<file path="config.mk">
export PLATFORM = sky130hd
export DESIGN_NAME = ddr_ctrl_top
export DESIGN_NICKNAME = d
export VERILOG_FILES = /design/src/design/ddr_ctrl_pkg.sv /design/src/design/ddr_ctrl_top.sv /design/src/design/read_return.sv /design/src/design/app_sequencer.sv /design/src/design/cmd_queue.sv
export VERILOG_INCLUDE_DIRS = /design/src /design/src/design
export SDC_FILE = /design/constraint.sdc
export NUM_CORES = 1
export LEC_CHECK = 0
export BUFFER_PORTS_ARGS = -buffer_cell sky130_fd_sc_hd__clkbuf_2
export CORE_MARGIN = 2
export CORE_UTILIZATION = 45
export CTS_CLUSTER_DIAMETER = 150
export DETAILED_ROUTE_END_ITERATION = 10
export SLEW_MARGIN = 20
export SYNTH_ARGS = -nofsm -noshare
export SYNTH_HDL_FRONTEND = slang
export SYNTH_SLANG_ARGS = --single-unit
</file>
<file path="constraint.sdc">
create_clock -name clk_if -period 13 [get_ports clk_if]
set_input_delay 1.3 -clock clk_if [delete_from_list [all_inputs] [get_ports clk_if]]
set_output_delay 1.3 -clock clk_if [all_outputs]
set_load 0.02 [all_outputs]
</file>
<file path="src/design/ddr_ctrl_config.svh">
`ifndef DDR_CTRL_CONFIG_SVH
`define DDR_CTRL_CONFIG_SVH

// request and app data path
`define DDR_DATA_WIDTH 64
`define DDR_STRB_WIDTH (`DDR_DATA_WIDTH / 8)
`define DDR_ADDR_WIDTH 28
`define DDR_ID_WIDTH   4

// command field width on the IP side
`define APP_CMD_WIDTH 3

// entries
`define CMD_DEPTH  4
`define RESP_DEPTH 4

`endif
</file>
<file path="src/design/ddr_ctrl_pkg.sv">
`include "ddr_ctrl_config.svh"

package ddr_ctrl_pkg;

    typedef enum logic {
        OP_WRITE = 1'b0,
        OP_READ  = 1'b1
    } req_op_t;

    // codes as the memory IP decodes them
    typedef enum logic [`APP_CMD_WIDTH-1:0] {
        APP_WRITE = 0,
        APP_READ  = 1
    } app_cmd_t;

    typedef enum logic [1:0] {
        ST_IDLE,
        ST_READ,
        ST_WRITE
    } seq_state_t;

    typedef struct packed {
        req_op_t                    op;
        logic [`DDR_ID_WIDTH-1:0]   id;
        logic [`DDR_ADDR_WIDTH-1:0] addr;  // word address
        logic [`DDR_DATA_WIDTH-1:0] wdata;
        logic [`DDR_STRB_WIDTH-1:0] strb;
        logic                       last;
    } ddr_req_t;

    // kept per outstanding read
    typedef struct packed {
        logic [`DDR_ID_WIDTH-1:0] id;
        logic                     last;
    } ddr_tag_t;

    typedef struct packed {
        logic [`DDR_ID_WIDTH-1:0]   id;
        logic [`DDR_DATA_WIDTH-1:0] data;
        logic                       last;
    } ddr_resp_t;

endpackage

</file>
<file path="src/design/ddr_ctrl_top.sv">
`timescale 1ns/100ps
`include "ddr_ctrl_config.svh"

module ddr_ctrl_top (
    input  logic                       clk_if,
    input  logic                       resetn,
    input  ddr_ctrl_pkg::ddr_req_t     req,
    input  logic                       req_valid,
    output logic                       req_ready,
    output ddr_ctrl_pkg::ddr_resp_t    resp,
    output logic                       resp_valid,
    input  logic                       resp_ready,
    output ddr_ctrl_pkg::app_cmd_t     app_cmd,
    output logic                       app_cmd_en,
    output logic [`DDR_ADDR_WIDTH-1:0] app_addr,
    input  logic                       app_cmd_ready,
    output logic [`DDR_DATA_WIDTH-1:0] app_wr_data,
    output logic                       app_wr_data_en,
    output logic [`DDR_STRB_WIDTH-1:0] app_wr_data_mask,
    input  logic                       app_wr_data_rdy,
    input  logic [`DDR_DATA_WIDTH-1:0] app_rd_data,
    input  logic                       app_rd_data_valid
);
    import ddr_ctrl_pkg::*;

    ddr_req_t head;
    logic     head_valid;
    logic     head_pop;
    ddr_tag_t tag;
    logic     tag_push;
    logic     tag_room;

    cmd_queue u_cmd_queue (
        .clk_if     (clk_if),
        .resetn     (resetn),
        .req        (req),
        .req_valid  (req_valid),
        .req_ready  (req_ready),
        .head       (head),
        .head_valid (head_valid),
        .head_pop   (head_pop)
    );

    app_sequencer u_app_sequencer (
        .clk_if           (clk_if),
        .resetn           (resetn),
        .head             (head),
        .head_valid       (head_valid),
        .head_pop         (head_pop),
        .app_cmd          (app_cmd),
        .app_cmd_en       (app_cmd_en),
        .app_addr         (app_addr),
        .app_cmd_ready    (app_cmd_ready),
        .app_wr_data      (app_wr_data),
        .app_wr_data_en   (app_wr_data_en),
        .app_wr_data_mask (app_wr_data_mask),
        .app_wr_data_rdy  (app_wr_data_rdy),
        .tag              (tag),
        .tag_push         (tag_push),
        .tag_room         (tag_room)
    );

    read_return u_read_return (
        .clk_if            (clk_if),
        .resetn            (resetn),
        .tag               (tag),
        .tag_push          (tag_push),
        .tag_room          (tag_room),
        .app_rd_data       (app_rd_data),
        .app_rd_data_valid (app_rd_data_valid),
        .resp              (resp),
        .resp_valid        (resp_valid),
        .resp_ready        (resp_ready)
    );

endmodule

</file>
<file path="src/design/read_return.sv">
`timescale 1ns/100ps
`include "ddr_ctrl_config.svh"

module read_return (
    input  logic                       clk_if,
    input  logic                       resetn,
    input  ddr_ctrl_pkg::ddr_tag_t     tag,
    input  logic                       tag_push,
    output logic                       tag_room,
    input  logic [`DDR_DATA_WIDTH-1:0] app_rd_data,
    input  logic                       app_rd_data_valid,
    output ddr_ctrl_pkg::ddr_resp_t    resp,
    output logic                       resp_valid,
    input  logic                       resp_ready
);
    import ddr_ctrl_pkg::*;

    localparam int PTR_W = $clog2(`RESP_DEPTH);
    localparam int CNT_W = PTR_W + 1;

    ddr_tag_t         tags  [`RESP_DEPTH];
    ddr_resp_t        resps [`RESP_DEPTH];
    logic [PTR_W-1:0] tag_wr_ptr;
    logic [PTR_W-1:0] tag_rd_ptr;
    logic [PTR_W-1:0] resp_wr_ptr;
    logic [PTR_W-1:0] resp_rd_ptr;
    logic [CNT_W-1:0] tag_cnt;
    logic [CNT_W-1:0] resp_cnt;
    logic [CNT_W-1:0] occupancy;
    logic             resp_pop;
    ddr_tag_t         oldest;
    ddr_resp_t        beat;

    function automatic logic [PTR_W-1:0] ptr_inc(input logic [PTR_W-1:0] p);
        return (p == PTR_W'(`RESP_DEPTH - 1)) ? '0 : p + 1'b1;
    endfunction

    assign oldest = tags[tag_rd_ptr];  // beats come back in command order
    assign beat   = '{id: oldest.id, data: app_rd_data, last: oldest.last};

    assign resp       = resps[resp_rd_ptr];
    assign resp_valid = resp_cnt != '0;
    assign resp_pop   = resp_valid && resp_ready;

    // reads in flight plus responses not yet taken
    assign occupancy = tag_cnt + resp_cnt;
    assign tag_room  = occupancy < CNT_W'(`RESP_DEPTH);

    always_ff @(posedge clk_if) begin
        if (!resetn) begin
            tag_wr_ptr  <= '0;
            tag_rd_ptr  <= '0;
            resp_wr_ptr <= '0;
            resp_rd_ptr <= '0;
            tag_cnt     <= '0;
            resp_cnt    <= '0;
        end else begin
            if (tag_push) begin
                tag_wr_ptr <= ptr_inc(tag_wr_ptr);
            end
            if (app_rd_data_valid) begin
                tag_rd_ptr  <= ptr_inc(tag_rd_ptr);
                resp_wr_ptr <= ptr_inc(resp_wr_ptr);
            end
            if (resp_pop) begin
                resp_rd_ptr <= ptr_inc(resp_rd_ptr);
            end
            tag_cnt  <= tag_cnt + CNT_W'(tag_push) - CNT_W'(app_rd_data_valid);
            resp_cnt <= resp_cnt + CNT_W'(app_rd_data_valid) - CNT_W'(resp_pop);
        end
    end

    always_ff @(posedge clk_if) begin
        if (tag_push) begin
            tags[tag_wr_ptr] <= tag;
        end
        if (app_rd_data_valid) begin
            resps[resp_wr_ptr] <= beat;
        end
    end

    // every beat belongs to a read the sequencer sent
    property p_beat_has_tag;
        @(posedge clk_if) disable iff (!resetn)
            app_rd_data_valid |-> tag_cnt != '0;
    endproperty

    a_beat_has_tag: assert property (p_beat_has_tag)
        else $error("read_return: read data with no outstanding tag");

endmodule

</file>
<file path="src/design/app_sequencer.sv">
`timescale 1ns/100ps
`include "ddr_ctrl_config.svh"

module app_sequencer (
    input  logic                       clk_if,
    input  logic                       resetn,
    input  ddr_ctrl_pkg::ddr_req_t     head,
    input  logic                       head_valid,
    output logic                       head_pop,
    output ddr_ctrl_pkg::app_cmd_t     app_cmd,
    output logic                       app_cmd_en,
    output logic [`DDR_ADDR_WIDTH-1:0] app_addr,
    input  logic                       app_cmd_ready,
    output logic [`DDR_DATA_WIDTH-1:0] app_wr_data,
    output logic                       app_wr_data_en,
    output logic [`DDR_STRB_WIDTH-1:0] app_wr_data_mask,
    input  logic                       app_wr_data_rdy,
    output ddr_ctrl_pkg::ddr_tag_t     tag,
    output logic                       tag_push,
    input  logic                       tag_room
);
    import ddr_ctrl_pkg::*;

    seq_state_t state;
    logic       is_read;
    logic       cmd_xfer;
    logic       data_xfer;
    logic       cmd_done;
    logic       data_done;

    assign is_read = head.op == OP_READ;

    // a read needs a slot in read_return first
    assign head_pop = state == ST_IDLE && head_valid && (!is_read || tag_room);

    assign cmd_xfer  = app_cmd_en && app_cmd_ready;
    assign data_xfer = app_wr_data_en && app_wr_data_rdy;
    assign cmd_done  = !app_cmd_en || app_cmd_ready;       // sent earlier or now
    assign data_done = !app_wr_data_en || app_wr_data_rdy;

    assign tag_push = state == ST_READ && cmd_xfer;

    always_ff @(posedge clk_if) begin
        if (!resetn) begin
            state          <= ST_IDLE;
            app_cmd_en     <= 1'b0;
            app_wr_data_en <= 1'b0;
        end else begin
            case (state)
                ST_IDLE: begin
                    if (head_pop) begin
                        app_cmd_en     <= 1'b1;
                        app_wr_data_en <= !is_read;
                        state          <= is_read ? ST_READ : ST_WRITE;
                    end
                end
                ST_READ: begin
                    // back to idle so more reads can go out
                    if (cmd_xfer) begin
                        app_cmd_en <= 1'b0;
                        state      <= ST_IDLE;
                    end
                end
                ST_WRITE: begin
                    if (cmd_xfer) begin
                        app_cmd_en <= 1'b0;
                    end
                    if (data_xfer) begin
                        app_wr_data_en <= 1'b0;
                    end
                    if (cmd_done && data_done) begin  // either order
                        state <= ST_IDLE;
                    end
                end
                default: begin
                    state <= ST_IDLE;
                end
            endcase
        end
    end

    always_ff @(posedge clk_if) begin
        if (head_pop) begin
            app_cmd          <= is_read ? APP_READ : APP_WRITE;
            app_addr         <= head.addr;
            app_wr_data      <= head.wdata;
            app_wr_data_mask <= ~head.strb;  // mask bit set drops the byte
            tag.id           <= head.id;
            tag.last         <= head.last;
        end
    end

    property p_cmd_stable;
        @(posedge clk_if) disable iff (!resetn)
            app_cmd_en && !app_cmd_ready |=> $stable(app_cmd) && $stable(app_addr);
    endproperty

    a_cmd_stable: assert property (p_cmd_stable)
        else $error("app_sequencer: command changed while stalled");

endmodule

</file>
<file path="src/design/cmd_queue.sv">
`timescale 1ns/100ps
`include "ddr_ctrl_config.svh"

module cmd_queue (
    input  logic                   clk_if,
    input  logic                   resetn,
    input  ddr_ctrl_pkg::ddr_req_t req,
    input  logic                   req_valid,
    output logic                   req_ready,
    output ddr_ctrl_pkg::ddr_req_t head,
    output logic                   head_valid,
    input  logic                   head_pop
);
    import ddr_ctrl_pkg::*;

    localparam int PTR_W = $clog2(`CMD_DEPTH);
    localparam int CNT_W = PTR_W + 1;

    ddr_req_t         entries [`CMD_DEPTH];
    logic [PTR_W-1:0] wr_ptr;
    logic [PTR_W-1:0] rd_ptr;
    logic [CNT_W-1:0] count;
    logic [CNT_W-1:0] count_next;
    logic             push;

    function automatic logic [PTR_W-1:0] ptr_inc(input logic [PTR_W-1:0] p);
        return (p == PTR_W'(`CMD_DEPTH - 1)) ? '0 : p + 1'b1;
    endfunction

    assign push       = req_valid && req_ready;
    assign count_next = count + CNT_W'(push) - CNT_W'(head_pop);

    assign head       = entries[rd_ptr];
    assign head_valid = count != '0;

    always_ff @(posedge clk_if) begin
        if (!resetn) begin
            wr_ptr    <= '0;
            rd_ptr    <= '0;
            count     <= '0;
            req_ready <= 1'b0;
        end else begin
            if (push) begin
                wr_ptr <= ptr_inc(wr_ptr);
            end
            if (head_pop) begin
                rd_ptr <= ptr_inc(rd_ptr);
            end
            count     <= count_next;
            req_ready <= count_next != CNT_W'(`CMD_DEPTH);  // registered, low in reset
        end
    end

    always_ff @(posedge clk_if) begin
        if (push) begin
            entries[wr_ptr] <= req;
        end
    end

    // sequencer only pops what it was shown
    property p_no_pop_when_empty;
        @(posedge clk_if) disable iff (!resetn)
            head_pop |-> count != '0;
    endproperty

    a_no_pop_when_empty: assert property (p_no_pop_when_empty)
        else $error("cmd_queue: pop while empty");

endmodule

</file>
==> metrics.cfg, run 1 <==
[outcome]
outcome = finished, final reports clean

[power_and_ir_drop]
seqPwrFrac_pct = 48.3
power-per-cell-area_mw_per_mm2 = 213.8
leakage_nw = 12.25
pwr-share-comb_pct = 20.5
clkPwrFrac_pct = 31.1
power_mw = 7.782
p_sw_share_pct = 28.60
p_int_mw = 5.556
peakVddDrop_uv = 157.2
p_sw_mw = 2.225

[worst_hold_path]
hold_depth = 2
hold_class = flip-flop to flip-flop
min_from = u_read_return.resp_rd_ptr[1]

[logic_synthesis]
yosys.area.top_type_share_pct = 80.50
avgSynthCellArea_um2 = 24.75
synthTopCellsByCount = edfxtp_1 (826), mux4_2 (180), dfxtp_1 (32)
synth-edff-count = 826
synth_ff_type = edfxtp_1
synth_top_area_cell = edfxtp_1
synth.most_common_cell = edfxtp_1
synthCells = 1245
seq_area_frac_synth_pct = 82.58
synthTopCellsByArea = edfxtp_1 (81%), mux4_2 (13%), dfxtp_1 (2.1%)
synthArstFlopShare_pct = 0
synth-warning-count = 0
synthesis.area_mm2 = 0.03081
ys_seq_elements = 858
yosys.cell_types.count = 35

[grt]
grt-ovfl-total = 0
grt_use_total_pct = 17.44
grt_pass1_wl_um = 90800
grt_max_degree = 70
antenna_found_initial = 15
grt_pass1_vias = 14360

[worst_setup_path]
rrSetupSlack_ps = 9240
crit_fanout = 38
crit_family = flip-flops
slowest_stage = dfxtp_4
arrival_ps = 2980
r2r_cells = 4
cp.required_ps = 11700
worstReg2RegEnd = u_app_sequencer.app_addr[15]
end_kind = output port
critPathBufInv = 2
critPathMaxStageDelay_ps = 870
start_kind = flip-flop
cp_cell_sequence = buf_4 > mux4_2 > clkbuf_2
worst-setup-path-type = flip-flop to output port

[place]
pre_cts_slack_ps = 9080
gp_congestion = 0.7489
port_buffers = 350
dp_hpwl_um = 36670

[floorplan]
core-area_mm2 = 0.06751
die_y_um = 265.7
die_x_um = 265.7
dieArea_mm2 = 0.07058
rows = 95
start_util_pct = 45.64
io_pins = 353

[cts]
cts_buffers = 87
htree_levels = 3
clock_sinks = 858
root_buffer = clkbuf_16
ctsHoldBuffers = 0
cts_tree = done
post_cts_resized = 0
clk_latency_ps = 630
path_clk_slew_ps = 60
ctsLongestPathBuffers = 3
cts_setup_buffers = 0

[routing]
first_pass_iters = 7
via_count = 13620
wl_met3_um = 5780
drtAntennaViolNets = 0
routed_wl_um = 61150
drc = 0
initialDrtViolationCount = 1066
wl_per_cell_um = 23.55
drt-met1-wl_um = 24450
top_layer = met5
met2_length_um = 29770
vias_per_cell = 5.245

[sta]
report.final.setup_viol = 0
fin_crit_sh_pct = 32.92
worstMarginPinSlew_ps = 1091
finalClockSkew_ps = 22.43
fin_tns_setup_ps = 0
fmax_mhz = 233.7
slew_headroom_pct = 27.24
rsz0062_at_grt = no
slew_violations = 0
whs_ps = 479.9
worst_slack_ps = 8721
fin_crit_ps = 4279
hold_viol = 0

[final_layout]
nFillCells = 5193
drive_gt1_share_pct = 39.36
nNetsFinal = 1854
area_growth_syn_to_layout_pct = 18.11

[run]
maxCapViolations = 0

## logic make-up (layout without fill, tap and decap cells)
group           after synthesis  count (layout)  synth area share, %
mux                         187             187                13.38
buf+inv                      79             553                1.096
flops                       858             858                82.58
simple gates                 63              63                1.031
other cells                   1               5              0.01217
compound gates               21              21               0.4548
xor+xnor                      8               8               0.2274
fa+ha+maj                    28              28                1.210
## worst max path at each step
stage	start	to	slack (ps)	depth (start not counted)
detailed placement	flip-flop	u_app_sequencer.app_addr[25]	9080	4
floorplan	flip-flop	u_cmd_queue.req_ready	6940	13
global route	flip-flop	resp[12]	8430	3
CTS	flip-flop	resp[30]	8520	3
global placement	flip-flop	u_app_sequencer.app_addr[25]	9090	4
finish	flip-flop	resp[46]	8720	3
## routing by layer
metal,global-route usage [%],up-vias
met5,0,-
met4,4.828,24
met3,6.952,92
met2,27.69,371
met1,22.44,7095
li1,-,6034
## worst reg2reg max path, delay by kind of cell, from the launching register on
kind            cells  cell delay (ps)
mux                 1              740
flops               1              950
compound gates      1              170
buf+inv             2             1480
## power groups by stage
| stage | registers (mW) | logic [mW] | clock network, mW |
|---|---|---|---|
| floorplan | 3.95 | 0.900 | 0 |
| CTS | 3.78 | 1.65 | 2.49 |
| global route | 3.81 | 1.73 | 2.60 |
| finish | 3.76 | 1.60 | 2.42 |
| detailed placement | 3.83 | 1.64 | 0 |
| global placement | 3.82 | 1.62 | 0 |
## per-stage QoR
stage | cells | util, % | cell area, um^2
6_report | 2596 | 53.90 | 36390
5_1_grt | 2593 | 53.89 | 36380
4_1_cts | 2593 | 53.89 | 36380
3_5_place_dp | 2433 | 49.77 | 33600
3_3_place_gp | 2432 | 49.74 | 33580
2_1_floorplan | 1246 | - | 30810
## registers in the layout (all words and copies together) (netlist names), 2 cells and up, named ones only
name and count:
u_app_sequencer.app_addr 28, u_app_sequencer.app_wr_data 64, u_app_sequencer.app_wr_data_mask 8, u_app_sequencer.state 2, u_app_sequencer.tag 5, u_cmd_queue.count 3, u_cmd_queue.entries 424, u_cmd_queue.rd_ptr 2
u_cmd_queue.wr_ptr 2, u_read_return.resp_cnt 3, u_read_return.resp_rd_ptr 2, u_read_return.resp_wr_ptr 2, u_read_return.resps 276, u_read_return.tag_cnt 3, u_read_return.tag_rd_ptr 2, u_read_return.tag_wr_ptr 2
u_read_return.tags 20
## layout make-up
| cell class | instances | area (um^2) | share of cell area (%) |
|---|---|---|---|
| flip-flops and latches | 858 | 25460 | 69.96 |
| multi-input cells | 309 | 5070 | 13.93 |
| clock buffers | 116 | 2327 | 6.395 |
| repair buffers | 364 | 1869 | 5.137 |
| well taps | 873 | 1092 | 3.002 |
| clock inverters | 44 | 456.7 | 1.255 |
| inverters | 29 | 108.9 | 0.2991 |
| diodes | 3 | 7.507 | 0.02063 |
## cells in the final DEF, fill, tap and decap left out, types with 12 or more instances in the layout
cell type  synthesis  layout
mux4_2           180     180
ha_1              25      25
inv_1             29      29
nor2_1            18      18
clkinv_1           0      15
dfxtp_1           32      28
buf_4              2      13
edfxtp_1         826     826
clkbuf_16          0      88
clkbuf_1          24      26
clkinv_2           0      12
clkbuf_2           0     350
nand2_1           12      12
Note: power is estimated with default switching activity, not from simulation.
==> inputs of run 2 (changes only) <==
==> constraint.sdc (replaced) <==
create_clock -name clk_if -period 4.1 [get_ports clk_if]
set_input_delay 0.41 -clock clk_if [delete_from_list [all_inputs] [get_ports clk_if]]
set_output_delay 0.41 -clock clk_if [all_outputs]
set_load 0.02 [all_outputs]
==> metrics.cfg, run 2 (synthesis results as in run 1) <==
[final_layout]
reg_top3 = u_cmd_queue.entries x424, u_read_return.resps x276, u_app_sequencer.app_wr_data x64
post_layout_nonfiller_instances = 2773  ; +6.8%
area_growth_syn_to_layout_pct = 23.80
fin_area_mm2 = 0.03814  ; +4.8%
nNetsFinal = 2036  ; +9.8%
final_util_pct = 56.50  ; +2.6 points
largest_reg_flops = 424  ; unchanged
final_cell_mix = edfxtp_1 (826), clkbuf_2 (350), mux4_2 (180)
top_register = u_cmd_queue.entries
drive_gt1_share_pct = 36.27  ; -3.1 points
layout_commonest_cell = edfxtp_1

[worst_setup_path]
r2r_cells = 12  ; +8
worstReg2RegEnd = u_cmd_queue.req_ready
cp.required_ps = 3690  ; -8010 ps
crit_fanout = 32  ; -16%
worst-setup-path-type = flip-flop to output port
reg2reg_from = u_cmd_queue.count[1]
arrival_ps = 2600  ; -380 ps
rrSetupSlack_ps = 1250  ; -7990 ps
start_kind = flip-flop
end_kind = output port

[cts]
cts_setup_buffers = 0  ; unchanged
root_buffer = clkbuf_16
cts_buffers = 88  ; +1.1%
path_clk_slew_ps = 60  ; about the same
ctsHoldBuffers = 170  ; +170
post_cts_resized = 0  ; unchanged
ctsLongestPathBuffers = 3  ; unchanged
cts_tree = done
clock_sinks = 858  ; unchanged
htree_levels = 3  ; unchanged
clk_latency_ps = 630  ; about the same

[grt]
antenna_found_initial = 7  ; -8
grt_use_total_pct = 17.24  ; -0.20 points
grt_pass1_wl_um = 91080  ; +0.30%
grt-ovfl-total = 0  ; unchanged
grt_max_degree = 109  ; +56%
grt_pass1_vias = 15530  ; +8.1%

[routing]
drc = 0  ; unchanged
routed_wl_um = 60410  ; -1.2%
initialDrtViolationCount = 958  ; -10%
first_pass_iters = 5  ; -2
drtAntennaViolNets = 0  ; unchanged
wl_per_cell_um = 21.79  ; -7.5%
vias_per_cell = 5.149  ; -1.8%
via_count = 14280  ; +4.9%

[sta]
slew_violations = 0  ; unchanged
rsz0062_at_grt = no
hold_viol = 0  ; unchanged
whs_ps = 70.33  ; -409.6 ps
fin_crit_ps = 3008
finalClockSkew_ps = 22.51  ; +0.08050 ps
slew_headroom_pct = 30.90  ; +3.7 points
worstMarginPinSlew_ps = 1037  ; -54.80 ps
fin_crit_sh_pct = 73.36
fmax_mhz = 332.5
report.final.setup_viol = 0  ; unchanged

[worst_hold_path]
hold_class = input pin to flip-flop
min_from = resp_ready
hold_depth = 3  ; +1

[power_and_ir_drop]
power-per-cell-area_mw_per_mm2 = 643.8  ; +200%
peakVddDrop_uv = 899.6  ; +470%
power_mw = 24.56  ; +220%
leakage_nw = 12.98  ; +6.0%

[place]
port_buffers = 350  ; unchanged
placed_cell_area_mm2 = 0.03376  ; +0.48%
place_inst = 2444  ; +0.45%
dp_hpwl_um = 35090  ; -4.3%
gp_congestion = 0.7069  ; -5.6%

[run]
maxCapViolations = 0  ; unchanged

[floorplan]
io_pins = 353  ; unchanged
core-area_mm2 = 0.06751  ; unchanged
rows = 95  ; unchanged
dieArea_mm2 = 0.07058  ; unchanged
start_util_pct = 45.64  ; unchanged
die_x_um = 265.7  ; unchanged
die_y_um = 265.7  ; unchanged

[outcome]
outcome = finished, final reports clean

==> run 2: power breakdown <==
group          switching [mW]  leakage, nW  internal (mW)
combinational            3.38         3.85           2.09
clock                    3.17         1.29           4.22
sequential              0.463         7.83           11.2
total                    7.02         13.0           17.5
==> run 2: stage by stage <==
step / setup TNS [ps] / worst slack [ps]
finish: 0 / 1092
global route: 0 / 864.0
CTS: 0 / 945.0
detailed placement: 0 / 1299
global placement: 0 / 1303
floorplan: -895.4 / -441.3
==> run 2: layout make-up <==
class / instances / area, um^2
Fill cell: 5075 / 29370
Sequential cell: 858 / 25460
Multi-Input combinational cell: 309 / 5086
Timing Repair Buffer: 545 / 3716
Clock buffer: 110 / 2327
Tap cell: 873 / 1092
Clock inverter: 46 / 345.3
Inverter: 29 / 108.9
Antenna cell: 3 / 7.507
==> run 2: per-layer routing <==
| layer | GRT usage [%] | wire length, um | vias to the layer above |
|---|---|---|---|
| met4 | 4.874 | 1317 | 8 |
| met5 | 0 | 55 | - |
| met2 | 29.18 | 30170 | 370 |
| met1 | 20.88 | 24020 | 7396 |
| li1 | - | - | 6407 |
| met3 | 6.304 | 4844 | 96 |
==> run 2: worst max-delay path by stage <==
stage | endpoint | startpoint
after floorplan | u_cmd_queue.req_ready | flip-flop
after global placement | u_cmd_queue.req_ready | u_cmd_queue.count[1]
after detailed placement | u_cmd_queue.req_ready | u_cmd_queue.count[1]
after CTS | resp[60] | flip-flop
after global routing | resp[7] | flip-flop
final | resp[56] | flip-flop
==> run 2: worst max-delay path, stage by stage (launching register included) <==
cell	delay [ps]
dfxtp_4	800
buf_4	430
mux4_2	550
clkbuf_2	170
==> inputs of run 3 (changes only) <==
--- a/config.mk
+++ b/config.mk
@@ -11,6 +11,7 @@
 export CORE_UTILIZATION = 45
 export CTS_CLUSTER_DIAMETER = 150
 export DETAILED_ROUTE_END_ITERATION = 10
+export PLACE_DENSITY = 0.67
 export SLEW_MARGIN = 20
 export SYNTH_ARGS = -nofsm -noshare
 export SYNTH_HDL_FRONTEND = slang
==> constraint.sdc (replaced) <==
create_clock -name clk_if -period 2.6 [get_ports clk_if]
set_input_delay 0.26 -clock clk_if [delete_from_list [all_inputs] [get_ports clk_if]]
set_output_delay 0.26 -clock clk_if [all_outputs]
set_load 0.02 [all_outputs]
==> metrics.cfg, run 3 (synthesis results as in run 1) <==
[outcome]
outcome = finished, final reports clean

[sta]
fmax_mhz = 386.4
fin_crit_sh_pct = 99.55
rsz0062_at_grt = yes
slew_headroom_pct = 32.92  ; +2.0 points
finalClockSkew_ps = 17.47  ; -5.037 ps
report.final.setup_viol = 0  ; unchanged
worstMarginPinSlew_ps = 1006  ; -30.38 ps
slew_violations = 0  ; unchanged
fin_crit_ps = 2588
hold_viol = 0  ; unchanged

[cts]
ctsLongestPathBuffers = 3  ; unchanged
htree_levels = 3  ; unchanged
cts_tree = done
cts_buffers = 88  ; unchanged
clock_sinks = 858  ; unchanged
path_clk_slew_ps = 60  ; about the same
clk_latency_ps = 630  ; about the same
root_buffer = clkbuf_16

[power_and_ir_drop]
seqPwrFrac_pct = 46.8  ; -0.8 points
p_int_mw = 27.99  ; +60%
power-per-cell-area_mw_per_mm2 = 1016  ; +58%
peakVddDrop_uv = 918.6  ; +2.1%
p_sw_mw = 11.25  ; +60%
pwr-share-comb_pct = 23.4  ; +1.1 points
leakage_nw = 13.16  ; +1.4%
clkPwrFrac_pct = 29.8  ; -0.3 points
p_sw_share_pct = 28.67  ; +0.085 points
power_mw = 39.24  ; +60%

[final_layout]
post_layout_nonfiller_instances = 2795  ; +0.79%
top_register = u_cmd_queue.entries
nNetsFinal = 2058  ; +1.1%
reg_top3 = u_cmd_queue.entries x424, u_read_return.resps x276, u_app_sequencer.app_wr_data x64
nFillCells = 4954  ; -2.4%
area_growth_syn_to_layout_pct = 25.34
final_cell_mix = edfxtp_1 (826), clkbuf_2 (350), mux4_2 (180)
layout_commonest_cell = edfxtp_1
largest_reg_flops = 424  ; unchanged
fin_area_mm2 = 0.03862  ; +1.2%
drive_gt1_share_pct = 37.43  ; +1.2 points

[run]
maxCapViolations = 0  ; unchanged

[routing]
first_pass_iters = 5  ; unchanged
vias_per_cell = 5.216  ; +1.3%
wl_per_cell_um = 21.93  ; +0.69%
drtAntennaViolNets = 0  ; unchanged
initialDrtViolationCount = 943  ; -1.6%
drc = 0  ; unchanged
routed_wl_um = 61310  ; +1.5%
via_count = 14580  ; +2.1%

[grt]
grt_pass1_vias = 15800  ; +1.8%
grt_max_degree = 106  ; -2.8%
grt_use_total_pct = 17.56  ; +0.32 points
antenna_found_initial = 8  ; +1
grt_pass1_wl_um = 93170  ; +2.3%
grt-ovfl-total = 0  ; unchanged

[place]
port_buffers = 350  ; unchanged
dp_hpwl_um = 35820  ; +2.1%
placed_cell_area_mm2 = 0.03410  ; +1.0%
place_inst = 2461  ; +0.70%
gp_congestion = 0.7431  ; +5.1%

[floorplan]
core-area_mm2 = 0.06751  ; unchanged
die_x_um = 265.7  ; unchanged
start_util_pct = 45.64  ; unchanged
dieArea_mm2 = 0.07058  ; unchanged
die_y_um = 265.7  ; unchanged
io_pins = 353  ; unchanged
rows = 95  ; unchanged

[worst_hold_path]
hold_class = input pin to flip-flop
hold_depth = 4  ; +1

[worst_setup_path]
worst-setup-path-type = flip-flop to flip-flop
cp.required_ps = 3090  ; -600 ps
end_kind = flip-flop
crit_fanout = 3  ; -91%
arrival_ps = 3070  ; +470 ps
start_kind = flip-flop
r2r_cells = 12  ; unchanged

==> run 3: layout make-up <==
| class | count | area, um^2 | area share (%) |
|---|---|---|---|
| inverter | 29 | 108.9 | 0.2819 |
| tap | 873 | 1092 | 2.828 |
| timing repair buffer | 567 | 4106 | 10.63 |
| clock buffer | 110 | 2306 | 5.971 |
| antenna | 4 | 10.01 | 0.02592 |
| multi-input combinational | 309 | 5164 | 13.37 |
| sequential | 858 | 25460 | 65.94 |
| clock inverter | 45 | 367.9 | 0.9525 |
==> run 3: worst paths after layout <==
| path | to | from | slack (ps) |
|---|---|---|---|
| hold / removal | u_cmd_queue.wr_ptr[1] | req_valid | 70 |
| setup reg to reg | u_cmd_queue.req_ready | u_read_return.resp_cnt[2] | 10 |
| setup / recovery | u_cmd_queue.req_ready | u_read_return.resp_cnt[2] | 10 |
| hold reg to reg | flip-flop | u_read_return.resp_rd_ptr[1] | 470 |
==> run 3: timing repair <==
item,in CTS,in global routing
endpoints found under the hold margin,685,0
gates resized for setup,9,7
setup buffers,3,0
endpoints found under the setup margin,28,41
pin swaps,6,8
hold buffers,172,0
==> run 3: metrics by stage <==
stage	hold slack [ps]	utilization, %	setup slack (ps)	setup TNS (ps)
floorplan	358.9	-	-1941	-83050
global placement	464.7	50.51	-68.11	-69.63
CTS	10.75	57.14	2.117	0
finish	72.85	57.20	11.77	0
global route	84.01	57.19	-87.76	-87.76
detailed placement	468.7	50.51	-102.4	-400.5
==> run 3: power groups by stage <==
stage	Sequential [mW]	Clock, mW	Combinational, mW
after global routing	18.5	12.6	9.87
after floorplan	19.6	0	4.47
after CTS	18.4	12.0	9.30
after detailed placement	18.7	0	8.90
final	18.4	11.7	9.17
after global placement	18.6	0	8.76
==> run 3: worst max-delay path, stage by stage, from the launching register on <==
cell and delay [ps]:
dfxtp_1 380, xor2_1 380, xnor2_4 160, a21oi_4 180, ha_4 220, inv_2 60
ha_4 120, inv_2 30, fa_2 350, xor2_2 170, xnor2_2 170, nor3b_2 180
nor2_1 50
==> run 3: per-layer routing <==
layer	wire, um	track usage, %	up-vias
li1	-	-	6457
met1	24200	21.92	7533
met2	30470	29.28	471
met3	4946	5.592	109
met4	1629	5.770	10
met5	65	0	-
